### src/verilog/fetch_macros.svh
// Fetch front end configuration
// Widths, queue depth and reset PC shared by the front end and testbench
`ifndef FETCH_MACROS_SVH
`define FETCH_MACROS_SVH

// Address and instruction widths
`define FETCH_AW              32
`define FETCH_INSN_W          32
`define FETCH_P_INSN_BYTES    2

// Fetch line geometry
`define FETCH_P_WIDTH         1
`define FETCH_SLOTS           2
`define FETCH_LINE_W          64

// Instruction queue holds 1 << IQ_P_DEPTH entries
`define IQ_P_DEPTH            3

`define FETCH_PC_RST          32'h0000_1000

`endif

### src/verilog/fetch_pkg.sv
// Fetch front end types
// PC, instruction and queue entry types, plus the fetch FSM states
`include "fetch_macros.svh"

package fetch_pkg;

   // Word PC, byte offset bits dropped
   typedef logic [`FETCH_AW-`FETCH_P_INSN_BYTES-1:0] pc_t;

   typedef logic [`FETCH_INSN_W-1:0] insn_t;

   // Line address above slot and byte bits
   typedef logic [`FETCH_AW-`FETCH_P_INSN_BYTES-`FETCH_P_WIDTH-1:0] line_pc_t;

   // One queue slot, instruction with its own PC
   typedef struct packed {
      insn_t insn;
      pc_t   pc;
   } iq_entry_t;

   typedef enum logic [1:0] {
      IDLE = 2'd0,
      WAIT = 2'd1,
      DROP = 2'd2
   } fetch_state_e;

endpackage

### src/verilog/iq_push_if.sv
// Instruction queue push bus
// Carries the slots of one fetched line from the aligner into the queue.
// Every slot with its valid bit set is written, in slot order.
`timescale 1ns/1ps
`include "fetch_macros.svh"

interface iq_push_if;

   logic                    push;
   logic [`FETCH_SLOTS-1:0] slot_valid;
   fetch_pkg::iq_entry_t    slot [`FETCH_SLOTS];

   modport src
   (
      output push,
      output slot_valid,
      output slot
   );

   modport dst
   (
      input  push,
      input  slot_valid,
      input  slot
   );

endinterface

### src/verilog/pc_gen.sv
// Fetch PC generator
// Holds the word PC of the next fetch. A flush loads the redirect
// target, an issued request steps to the base of the following line.
`timescale 1ns/1ps
`include "fetch_macros.svh"

module pc_gen
(
   input  logic             clk,
   input  logic             reset,
   input  logic             flush,
   input  fetch_pkg::pc_t   flush_tgt,
   input  logic             req_fire,
   output fetch_pkg::pc_t   fetch_pc
);
   localparam int PCW = `FETCH_AW - `FETCH_P_INSN_BYTES;
   localparam logic [`FETCH_AW-1:0] PC_RST_BYTE = `FETCH_PC_RST;

   fetch_pkg::line_pc_t next_line;

   // Next line base, slot bits cleared below
   assign next_line = fetch_pc[PCW-1:`FETCH_P_WIDTH] + fetch_pkg::line_pc_t'(1);

   always_ff @(posedge clk)
   begin
      if (reset)
      begin
         fetch_pc <= PC_RST_BYTE[`FETCH_AW-1:`FETCH_P_INSN_BYTES];
      end
      else if (flush)
      begin
         fetch_pc <= flush_tgt;
      end
      else if (req_fire)
      begin
         fetch_pc <= {next_line, {`FETCH_P_WIDTH{1'b0}}};
      end
   end

   // Redirect target must be known whenever it is loaded
   a_flush_tgt_known: assert property (
      @(posedge clk) disable iff (reset)
      flush |-> !$isunknown(flush_tgt)
   )
   else $error("flush_tgt is unknown during flush");

endmodule

### src/verilog/fetch_fsm.sv
// Fetch request FSM
// Issues one memory read per line when the queue has room for a full
// line, waits for the response and hands it to the aligner. A flush
// while a read is in flight sends it to DROP, which swallows the stale
// response.
`timescale 1ns/1ps

module fetch_fsm
(
   input  logic clk,
   input  logic reset,
   input  logic flush,
   input  logic room,
   input  logic imem_rvalid,
   output logic req_fire,
   output logic resp_take
);

   fetch_pkg::fetch_state_e state;
   fetch_pkg::fetch_state_e state_nxt;

   assign req_fire  = (state == fetch_pkg::IDLE) && room && !flush;
   assign resp_take = (state == fetch_pkg::WAIT) && imem_rvalid && !flush;

   always_comb
   begin
      state_nxt = state;
      case (state)
         fetch_pkg::IDLE:
         begin
            if (req_fire)
               state_nxt = fetch_pkg::WAIT;
         end
         fetch_pkg::WAIT:
         begin
            // Response with flush is dropped right here
            if (imem_rvalid)
               state_nxt = fetch_pkg::IDLE;
            else if (flush)
               state_nxt = fetch_pkg::DROP;
         end
         fetch_pkg::DROP:
         begin
            if (imem_rvalid)
               state_nxt = fetch_pkg::IDLE;
         end
         default:
         begin
            state_nxt = fetch_pkg::IDLE;
         end
      endcase
   end

   always_ff @(posedge clk)
   begin
      if (reset)
         state <= fetch_pkg::IDLE;
      else
         state <= state_nxt;
   end

   // Memory answers only requests we made
   a_no_rvalid_idle: assert property (
      @(posedge clk) disable iff (reset)
      (state == fetch_pkg::IDLE) |-> !imem_rvalid
   )
   else $error("imem_rvalid arrived with no request outstanding");

endmodule

### src/verilog/fetch_align.sv
// Fetch line aligner
// Drives the line address to instruction memory, remembers which line
// and start slot each request was for, and splits the returned line into
// per-slot instructions. Slots ahead of an unaligned start are masked.
`timescale 1ns/1ps
`include "fetch_macros.svh"

module fetch_align
(
   input  logic                      clk,
   input  logic                      reset,
   input  logic                      req_fire,
   input  logic                      resp_take,
   input  fetch_pkg::pc_t            fetch_pc,
   output logic [`FETCH_AW-1:0]      imem_addr,
   input  logic [`FETCH_LINE_W-1:0]  imem_rdata,
   iq_push_if.src                    push
);
   localparam int PCW = `FETCH_AW - `FETCH_P_INSN_BYTES;
   localparam int LOW_BITS = `FETCH_P_WIDTH + `FETCH_P_INSN_BYTES;

   fetch_pkg::line_pc_t       req_line;
   logic [`FETCH_P_WIDTH-1:0] req_slot;
   logic [`FETCH_SLOTS-1:0]   valid_d;
   fetch_pkg::iq_entry_t      slot_d [`FETCH_SLOTS];

   // Byte address of the line holding fetch_pc
   assign imem_addr = {fetch_pc[PCW-1:`FETCH_P_WIDTH], {LOW_BITS{1'b0}}};

   always_ff @(posedge clk)
   begin
      if (req_fire)
         req_line <= fetch_pc[PCW-1:`FETCH_P_WIDTH];
   end

   // Start slot of the read in flight
   always_ff @(posedge clk)
   begin
      if (reset)
         req_slot <= '0;
      else if (req_fire)
         req_slot <= fetch_pc[`FETCH_P_WIDTH-1:0];
   end

   for (genvar i = 0; i < `FETCH_SLOTS; i++)
   begin : g_slot
      // Drop slots before the start of an unaligned fetch
      assign valid_d[i] = (`FETCH_P_WIDTH'(i) >= req_slot);

      assign slot_d[i] = '{
         insn: imem_rdata[i*`FETCH_INSN_W +: `FETCH_INSN_W],
         pc:   {req_line, `FETCH_P_WIDTH'(i)}
      };
   end

   assign push.push       = resp_take;
   assign push.slot_valid = valid_d;
   assign push.slot       = slot_d;

endmodule

### src/verilog/inst_queue.sv
// Instruction queue
// Circular buffer between fetch and decode. Takes up to one line of
// slots per push, packed in slot order, and hands one instruction per
// cycle to decode. Flush empties it, losing any push in that cycle.
// room tells the fetch FSM a whole line still fits.
`timescale 1ns/1ps
`include "fetch_macros.svh"

module inst_queue
(
   input  logic                clk,
   input  logic                reset,
   input  logic                flush,
   input  logic                id_pop,
   iq_push_if.dst              push,
   output logic                room,
   output logic                id_valid,
   output fetch_pkg::insn_t    id_ins,
   output fetch_pkg::pc_t      id_pc
);
   localparam int DEPTH = 1 << `IQ_P_DEPTH;
   localparam int CW = `IQ_P_DEPTH + 1;

   fetch_pkg::iq_entry_t   mem [DEPTH];
   logic [`IQ_P_DEPTH-1:0] rd_ptr;
   logic [`IQ_P_DEPTH-1:0] wr_ptr;
   logic [CW-1:0]          count;
   logic [CW-1:0]          free_cnt;
   logic [CW-1:0]          push_cnt;
   logic [`IQ_P_DEPTH-1:0] slot_ofs [`FETCH_SLOTS];
   logic                   pop_fire;

   // Each valid slot lands after the valid slots before it
   always_comb
   begin
      push_cnt = '0;
      for (int k = 0; k < `FETCH_SLOTS; k++)
      begin
         slot_ofs[k] = push_cnt[`IQ_P_DEPTH-1:0];
         if (push.push && push.slot_valid[k])
            push_cnt = push_cnt + 1'b1;
      end
   end

   assign free_cnt = CW'(DEPTH) - count;
   assign room     = (free_cnt >= CW'(`FETCH_SLOTS));
   assign id_valid = (count != '0);
   assign pop_fire = id_pop && id_valid;

   assign id_ins = mem[rd_ptr].insn;
   assign id_pc  = mem[rd_ptr].pc;

   always_ff @(posedge clk)
   begin
      for (int k = 0; k < `FETCH_SLOTS; k++)
      begin
         if (push.push && push.slot_valid[k])
            mem[wr_ptr + slot_ofs[k]] <= push.slot[k];
      end
   end

   always_ff @(posedge clk)
   begin
      if (reset || flush)
      begin
         rd_ptr <= '0;
         wr_ptr <= '0;
         count  <= '0;
      end
      else
      begin
         wr_ptr <= wr_ptr + push_cnt[`IQ_P_DEPTH-1:0];
         rd_ptr <= rd_ptr + `IQ_P_DEPTH'(pop_fire);
         count  <= count + push_cnt - CW'(pop_fire);
      end
   end

   // Fetch only issues a read when a whole line fits
   a_push_fits: assert property (
      @(posedge clk) disable iff (reset)
      push.push |-> (push_cnt <= free_cnt)
   )
   else $error("push of %0d slots with %0d free", push_cnt, free_cnt);

endmodule

### src/verilog/fetch_top.sv
// Instruction fetch front end
// PC generator, request FSM, line aligner and instruction queue.
// Reads one two-instruction line at a time from a simple memory port
// and feeds decode one instruction per cycle.
`timescale 1ns/1ps
`include "fetch_macros.svh"

module fetch_top
(
   input  logic                                        clk,
   input  logic                                        reset,
   input  logic                                        flush,
   input  logic [`FETCH_AW-`FETCH_P_INSN_BYTES-1:0]    flush_tgt,
   // Instruction memory
   output logic                                        imem_req,
   output logic [`FETCH_AW-1:0]                        imem_addr,
   input  logic                                        imem_rvalid,
   input  logic [`FETCH_LINE_W-1:0]                    imem_rdata,
   // To decode
   output logic                                        id_valid,
   output logic [`FETCH_INSN_W-1:0]                    id_ins,
   output logic [`FETCH_AW-`FETCH_P_INSN_BYTES-1:0]    id_pc,
   input  logic                                        id_pop
);

   fetch_pkg::pc_t fetch_pc;
   logic           req_fire;
   logic           resp_take;
   logic           room;

   iq_push_if u_push ();

   pc_gen u_pc_gen
   (
      .clk       (clk),
      .reset     (reset),
      .flush     (flush),
      .flush_tgt (flush_tgt),
      .req_fire  (req_fire),
      .fetch_pc  (fetch_pc)
   );

   fetch_fsm u_fetch_fsm
   (
      .clk         (clk),
      .reset       (reset),
      .flush       (flush),
      .room        (room),
      .imem_rvalid (imem_rvalid),
      .req_fire    (req_fire),
      .resp_take   (resp_take)
   );

   fetch_align u_fetch_align
   (
      .clk        (clk),
      .reset      (reset),
      .req_fire   (req_fire),
      .resp_take  (resp_take),
      .fetch_pc   (fetch_pc),
      .imem_addr  (imem_addr),
      .imem_rdata (imem_rdata),
      .push       (u_push.src)
   );

   inst_queue u_inst_queue
   (
      .clk      (clk),
      .reset    (reset),
      .flush    (flush),
      .id_pop   (id_pop),
      .push     (u_push.dst),
      .room     (room),
      .id_valid (id_valid),
      .id_ins   (id_ins),
      .id_pc    (id_pc)
   );

   // Request strobe goes straight to memory
   assign imem_req = req_fire;

endmodule

### config.mk
export PLATFORM = sky130hd
export DESIGN_NAME = fetch_top
export DESIGN_NICKNAME = d
export VERILOG_FILES = /design/src/verilog/fetch_pkg.sv /design/src/verilog/iq_push_if.sv /design/src/verilog/pc_gen.sv /design/src/verilog/fetch_fsm.sv /design/src/verilog/fetch_align.sv /design/src/verilog/inst_queue.sv /design/src/verilog/fetch_top.sv
export VERILOG_INCLUDE_DIRS = /design/src /design/src/verilog
export SDC_FILE = /design/constraint.sdc
export NUM_CORES = 1
export LEC_CHECK = 0
export BUFFER_PORTS_ARGS = -buffer_cell sky130_fd_sc_hd__buf_2
export CORE_MARGIN = 2
export CORE_UTILIZATION = 38
export CTS_BUF_LIST = sky130_fd_sc_hd__clkbuf_8
export CTS_CLUSTER_DIAMETER = 50
export CTS_CLUSTER_SIZE = 30
export DETAILED_ROUTE_END_ITERATION = 16
export MAX_ROUTING_LAYER = met4
export PLACE_DENSITY = 0.54
export SLEW_MARGIN = 10
export SYNTH_ARGS = -nofsm -noshare
export SYNTH_HDL_FRONTEND = slang
export SYNTH_HIERARCHICAL = 1
export SYNTH_SLANG_ARGS = --single-unit
### constraint.sdc
create_clock -name clk -period 7.66 [get_ports clk]
set_input_delay 0.766 -clock clk [delete_from_list [all_inputs] [get_ports clk]]
set_output_delay 0.766 -clock clk [all_outputs]
set_load 0.02 [all_outputs]
==> results of run 1 <==
-- cell usage in the layout, fill, tap and decap left out, drive strengths merged, types with 8 or more instances in the layout --
master    synthesis  final
a21oi             8      8
mux4            124    124
nor4             11     11
a311oi           13     13
a211oi            8      8
bufinv            0      8
xnor2            13     13
buf             202    217
nor3             14     14
nand4            13     13
inv              18     34
or4               9      9
xor2              8      8
and2              8      8
clkbuf           27     77
clkinvlp          0     11
nand3            11     11
nor2             29     29
dfxtp            43     43
o21ai            12     12
ha               14     14
or3               9      9
clkinv            1     25
edfxtp          525    525
mux2            558    558
nand2            26     26
-- registers in the layout (all words and copies together), names as in the netlist --
register,flops
u_inst_queue/count,4
u_fetch_fsm/state,2
u_fetch_align/req_line,29
u_inst_queue/rd_ptr,3
u_inst_queue/mem,496
u_inst_queue/wr_ptr,3
u_fetch_align/req_slot,1
u_pc_gen/fetch_pc,30
-- per-layer routing --
metal,wire (um),part of all wire (%)
met5,0,0
met4,1200,1.7
met3,3160,4.5
met2,34200,48
met1,32400,46
-- layout make-up --
type	count	area, sq um	share of cell area [%]
diodes	2	5.00	0.0158
clock buffers	77	1060	3.34
clock inverters	59	574	1.81
inverters	19	71.3	0.225
multi-input cells	939	11000	34.6
flip-flops and latches	568	16600	52.5
well taps	978	1220	3.86
repair buffers	217	1150	3.63
-- kinds of logic (layout without fill, tap and decap cells) --
| group | after synthesis | count (layout) | synth area share [%] |
|---|---|---|---|
| other cells | 2 | 8 | 0.0259 |
| xor+xnor | 21 | 21 | 0.635 |
| flops | 568 | 568 | 57.4 |
| buf+inv | 248 | 372 | 5.16 |
| fa+ha+maj | 15 | 15 | 0.674 |
| simple gates | 152 | 152 | 3.15 |
| compound gates | 60 | 60 | 1.55 |
| mux | 685 | 685 | 31.4 |
-- final timing paths --
path | from | to | slack [ps]
worst max register to register | u_fetch_fsm/state[1]$_SDFFE_PP0P_ | u_inst_queue/mem[6][40]$_DFFE_PP_ | 3040
worst min register to register | u_pc_gen/fetch_pc[0]$_SDFFE_PP0P_ | u_fetch_align/req_slot$_SDFFE_PP0P_ | 520
worst min-delay path | imem_rvalid | u_fetch_fsm/state[1]$_SDFFE_PP0P_ | 310
worst max-delay path | flush | u_inst_queue/mem[6][40]$_DFFE_PP_ | 2970
-- power by group through the flow --
stage / clock, W / sequential (W) / combinational, W
after floorplan: 0 / 0.00377 / 0.00106
after global placement: 0 / 0.00393 / 0.00114
after detailed placement: 0 / 0.00393 / 0.00116
after CTS: 0.00261 / 0.00386 / 0.00117
after global routing: 0.00272 / 0.00390 / 0.00126
final: 0.00252 / 0.00386 / 0.00116
-- critical path: stages --
cell     delay [ps]
buf_2           270
nor3_1          530
nand3_1         440
inv_1           150
ha_1            200
xor2_1          660
nand4_4         560
o21ai_4         540
buf_4           750
-- through the flow --
stage                     utilization, %  cell area (sq um)
after global routing                41.9              31700
final                               41.9              31700
after floorplan                        -              29000
after global placement              39.7              30100
after detailed placement            39.7              30100
after CTS                           41.9              31700
==> impl_metrics.yaml, run 1 <==
grt:
  initial_antenna_violation_count: 2
  grt_remaining_overflow: 0
  vias_in_the_first_global_route: 16500
  global_route_wire_length_before_repair_um: 107000
  groute.layer.met3.usage_pct: 3.52
  grt_util_met2_pct: 30.0
  grt_most_used_layer: "met2"
  maximum_number_of_pins_on_one_net_before_global_route_repair: 64
  global_route_usage_over_all_layers_pct: 18.7
  groute.layer.met1.usage_pct: 24.9
worst_setup_path:
  worst_ep_required_time_ps: 7940
  worst_r2r_path_depth: 8
  worst-endpoint-arrival_ps: 4970
  critPathLaunchType: "input port"
  critPathKind: "input port to register"
  worstSetupEndpointType: "register"
  timing.critical_path.fanout_max: 44
clock_network:
  tritoncts_num_sinks: 568
  cts_max_path_buffers: 3
  clk_latency_ps: 680
  post_cts_buffers: 0
  clock-root-buffer: "clkbuf_8"
  tritoncts: "yes"
  cts_htree_levels: 3
  postCtsHoldBufs: 0
  cts-resized-gates: 0
  cts_made_buffers: 75
  clk_transition_reported_paths_ps: 70
power:
  power_switching_share_pct: 27.2
  power.static_leakage_nw: 10.3
  power_switching_w: 0.00205
  cellPowerDensity_nw_per_um2: 238
  combPwrFrac_pct: 15.3
  power.share.clock_pct: 33.5
  worst_ir_drop_vdd_mv: 0.132
  totalPowerFinal_w: 0.00754
  cell_internal_pwr_w: 0.00549
  pwr-share-seq_pct: 51.2
logic_synthesis:
  synth-async-reset-ratio_pct: 0
  synth_seq_area_share_pct: 57.4
  netlist-cell-type-count: 57
  postSynth.topFlopCell: "edfxtp_1"
  synth_area_sq_um: 29000
  synth_top_area_share_pct: 54.4
  postSynthRegisterBits: 568
  synth_area_leaders: "edfxtp_1 (54%), mux2_2 (21%), mux4_2 (9.6%), buf_4 (3.4%), dfxtp_1 (3.0%)"
  cell_taking_the_most_area_after_synthesis: "edfxtp_1"
  mapped_cells: 1751
  most_frequent_cell_after_synthesis: "mux2_2"
  post_synth.cell_area_avg_sq_um: 16.5
  synth-warning-count: 6
  synth_enable_flop_cells: 525
  top_post_synthesis_cells_by_count: "mux2_2 (537), edfxtp_1 (525), buf_4 (131)"
placed_design:
  numPortBuffers: 191
  post-place-ws_ps: 2250
  detailedPlacementHpwl_um: 40000
  place.detailed.instances: 2721
  gp_routability_congestion: 0.797
timing:
  hold-worst-slack_ps: 315
  rsz0062_at_grt: "no"
  slew_headroom_pct: 21.1
  worst_pin_slew_ps: 1180
  maxSlewViolCount: 0
  report.final.hold_viol_count: 0
  finalWorstPathRequiredPeriod_ps: 4690
  worst_slack_ps: 2970
  setup_failing_eps_final: 0
  fin_worst_skew_ps: 37.7
  share_of_the_cycle_needed_by_the_critical_path_after_routing_pct: 61.2
  maxClockFrequency_mhz: 213
  setup_total_negative_slack_ps: 0
status:
  status: "finished, final reports clean"
die:
  boundaryPins: 195
  die_height_um: 280
  die_x_um: 280
  std_cell_rows: 101
  start_util_pct: 38.3
  fp.dieArea_sq_um: 78500
  floorplan.core_area_sq_um: 75700
final_layout:
  layout-drive-gt1-share_pct: 54.8
  areaGrowthSynthToFinish_pct: 9.41
  final.fill_count: 6862
  finish.cell_count_without_fillers: 2859
  fin_nets: 1934
drt:
  routed-via-count: 15500
  detailedRoute.firstIterationViolations: 815
  viasPerCell: 5.41
  detail_route.drc_violations: 0
  first_drt_pass_iteration_count: 5
  route.antenna.remaining_nets: 0
  wire_per_inst_um: 24.8
  postRouteWirelength_um: 71000
worst_hold_path:
  worst_hold_check_path_type: "input port to register"
  timing.hold.worst_path_depth: 2
job:
  drv.max_cap_violation_count: 0
Note: power is estimated with default switching activity, not from simulation.
==> run 2: changes to the inputs <==
==> constraint.sdc (replaced) <==
create_clock -name clk -period 4.8 [get_ports clk]
set_input_delay 0.48 -clock clk [delete_from_list [all_inputs] [get_ports clk]]
set_output_delay 0.48 -clock clk [all_outputs]
set_load 0.02 [all_outputs]
==> impl_metrics.yaml, run 2 (synthesis results as in run 1) <==
final_layout:
  fin_nets: 1958
  layout-drive-gt1-share_pct: 55.3
  final.fill_count: 6711
  finish.cell_count_without_fillers: 2889
  largest_register_ffs: 496
  layout.cells.most_common_list: "mux2_2 (537), edfxtp_1 (525), buf_2 (191), mux4_2 (124), clkbuf_8 (79)"
  stdcell_area_sq_um: 32300
  most_frequent_standard_cell_in_the_layout_excluding_fill_and_tap_cells: "mux2_2"
  areaGrowthSynthToFinish_pct: 11.5
drt:
  detail_route.drc_violations: 0
  postRouteWirelength_um: 72100
  routed-via-count: 15500
  first_drt_pass_iteration_count: 6
  wire_per_inst_um: 25.0
  route.antenna.remaining_nets: 0
  detailedRoute.firstIterationViolations: 1022
  viasPerCell: 5.38
die:
  die_x_um: 280
  die_height_um: 280
  floorplan.core_area_sq_um: 75700
  start_util_pct: 38.3
  std_cell_rows: 101
  fp.dieArea_sq_um: 78500
  boundaryPins: 195
clock_network:
  clock-root-buffer: "clkbuf_8"
  cts_made_buffers: 76
  cts_htree_levels: 3
  clk_latency_ps: 700
  post_cts_buffers: 0
  tritoncts: "yes"
  clk_transition_reported_paths_ps: 90
  tritoncts_num_sinks: 568
  cts_max_path_buffers: 3
placed_design:
  place.detailed.instances: 2735
  detailed_place.area_sq_um: 30400
  gp_routability_congestion: 0.773
  numPortBuffers: 191
  post-place-ws_ps: 942
  detailedPlacementHpwl_um: 40700
grt:
  groute.layer.met3.usage_pct: 3.11
  vias_in_the_first_global_route: 16500
  maximum_number_of_pins_on_one_net_before_global_route_repair: 63
  groute.layer.met1.usage_pct: 25.1
  global_route_wire_length_before_repair_um: 108000
  initial_antenna_violation_count: 4
  grt_remaining_overflow: 0
  grt_most_used_layer: "met2"
  global_route_usage_over_all_layers_pct: 19.1
  grt_util_met2_pct: 31.0
timing:
  setup_total_negative_slack_ps: 0
  worst_slack_ps: 1110
  maxSlewViolCount: 0
  maxClockFrequency_mhz: 271
  fin_worst_skew_ps: 51.7
  slew_headroom_pct: 34.3
  rsz0062_at_grt: "no"
  share_of_the_cycle_needed_by_the_critical_path_after_routing_pct: 76.9
  finalWorstPathRequiredPeriod_ps: 3690
  report.final.hold_viol_count: 0
  worst_pin_slew_ps: 982
  setup_failing_eps_final: 0
  hold-worst-slack_ps: 60.5
status:
  status: "finished, final reports clean"
power:
  cellPowerDensity_nw_per_um2: 380
  worst_ir_drop_vdd_mv: 0.208
  power.static_leakage_nw: 10.6
job:
  drv.max_cap_violation_count: 0
worst_setup_path:
  critPathLaunchType: "input port"
  worst_r2r_path_depth: 9
  timing.critical_path.fanout_max: 17
  r2r_slack_ps: 1120
  worst_ep_required_time_ps: 5210
  worstSetupEndpointType: "register"
  worst-endpoint-arrival_ps: 4100
  critPathKind: "input port to register"
worst_hold_path:
  timing.hold.worst_path_depth: 3
  worst_hold_check_path_type: "input port to register"
[run 2: cell types whose count changed in the layout (fill, tap and decap cells not counted), moves of 5 or more]
cell / before / now
buf_12: 0 / 20
buf_4: 26 / 20
inv_8: 1 / 7
inv_6: 9 / 14
clkinv_1: 10 / 5
dlygate4sd3_1: 0 / 9
[run 2: metrics by stage]
stage | utilization, % | power (W)
global placement | 40.2 | 0.00809
finish | 42.7 | 0.0123
CTS | 42.7 | 0.0124
detailed placement | 40.2 | 0.00815
floorplan | - | 0.00770
global route | 42.7 | 0.0128
[run 2: worst paths after layout]
kind | from | endpoint
max | imem_rvalid | u_inst_queue/mem[3][10]$_DFFE_PP_
min | flush_tgt[13] | u_pc_gen/fetch_pc[13]$_SDFFE_PP0P_
max reg2reg | u_fetch_fsm/state[1]$_SDFFE_PP0P_ | u_inst_queue/mem[3][10]$_DFFE_PP_
min reg2reg | u_pc_gen/fetch_pc[0]$_SDFFE_PP0P_ | u_fetch_align/req_slot$_SDFFE_PP0P_
[run 2: where the power goes]
group	switching, W	total (W)	internal [W]
clock	0.00222	0.00425	0.00203
sequential	0.000383	0.00614	0.00576
combinational	0.000860	0.00188	0.00102
total	0.00347	0.0123	0.00880
[run 2: cell type report]
cell class              instances  area (sq um)  share of cell area, %
clock inverters                63           683                   2.12
repair buffers                240          1600                   4.94
flip-flops and latches        568         16600                   51.5
well taps                     978          1220                   3.79
clock buffers                  79          1090                   3.37
multi-input cells             939         11000                   34.0
inverters                      19          71.3                  0.221
diodes                          3          7.51                 0.0232
[run 2: repair_timing]
item,CTS,global route
hold endpoints to repair,9,0
resized for setup,0,0
hold buffers,9,0
[run 2: layer usage]
metal  up-vias  routed length, um
met5         -                  0
met4         0               1630
met3        88               3030
met2       374              35100
met1      7986              32300
li1       7089                  -
[run 2: critical path, cell delays in order]
cell           delay [ps]
dlygate4sd3_1         520
buf_2                 120
nand2_1                50
nor3_1                550
nand3_1               160
buf_4                 220
inv_1                  70
ha_1                  190
xnor2_1               410
nand4_4               570
buf_4                 450
mux2_2                300
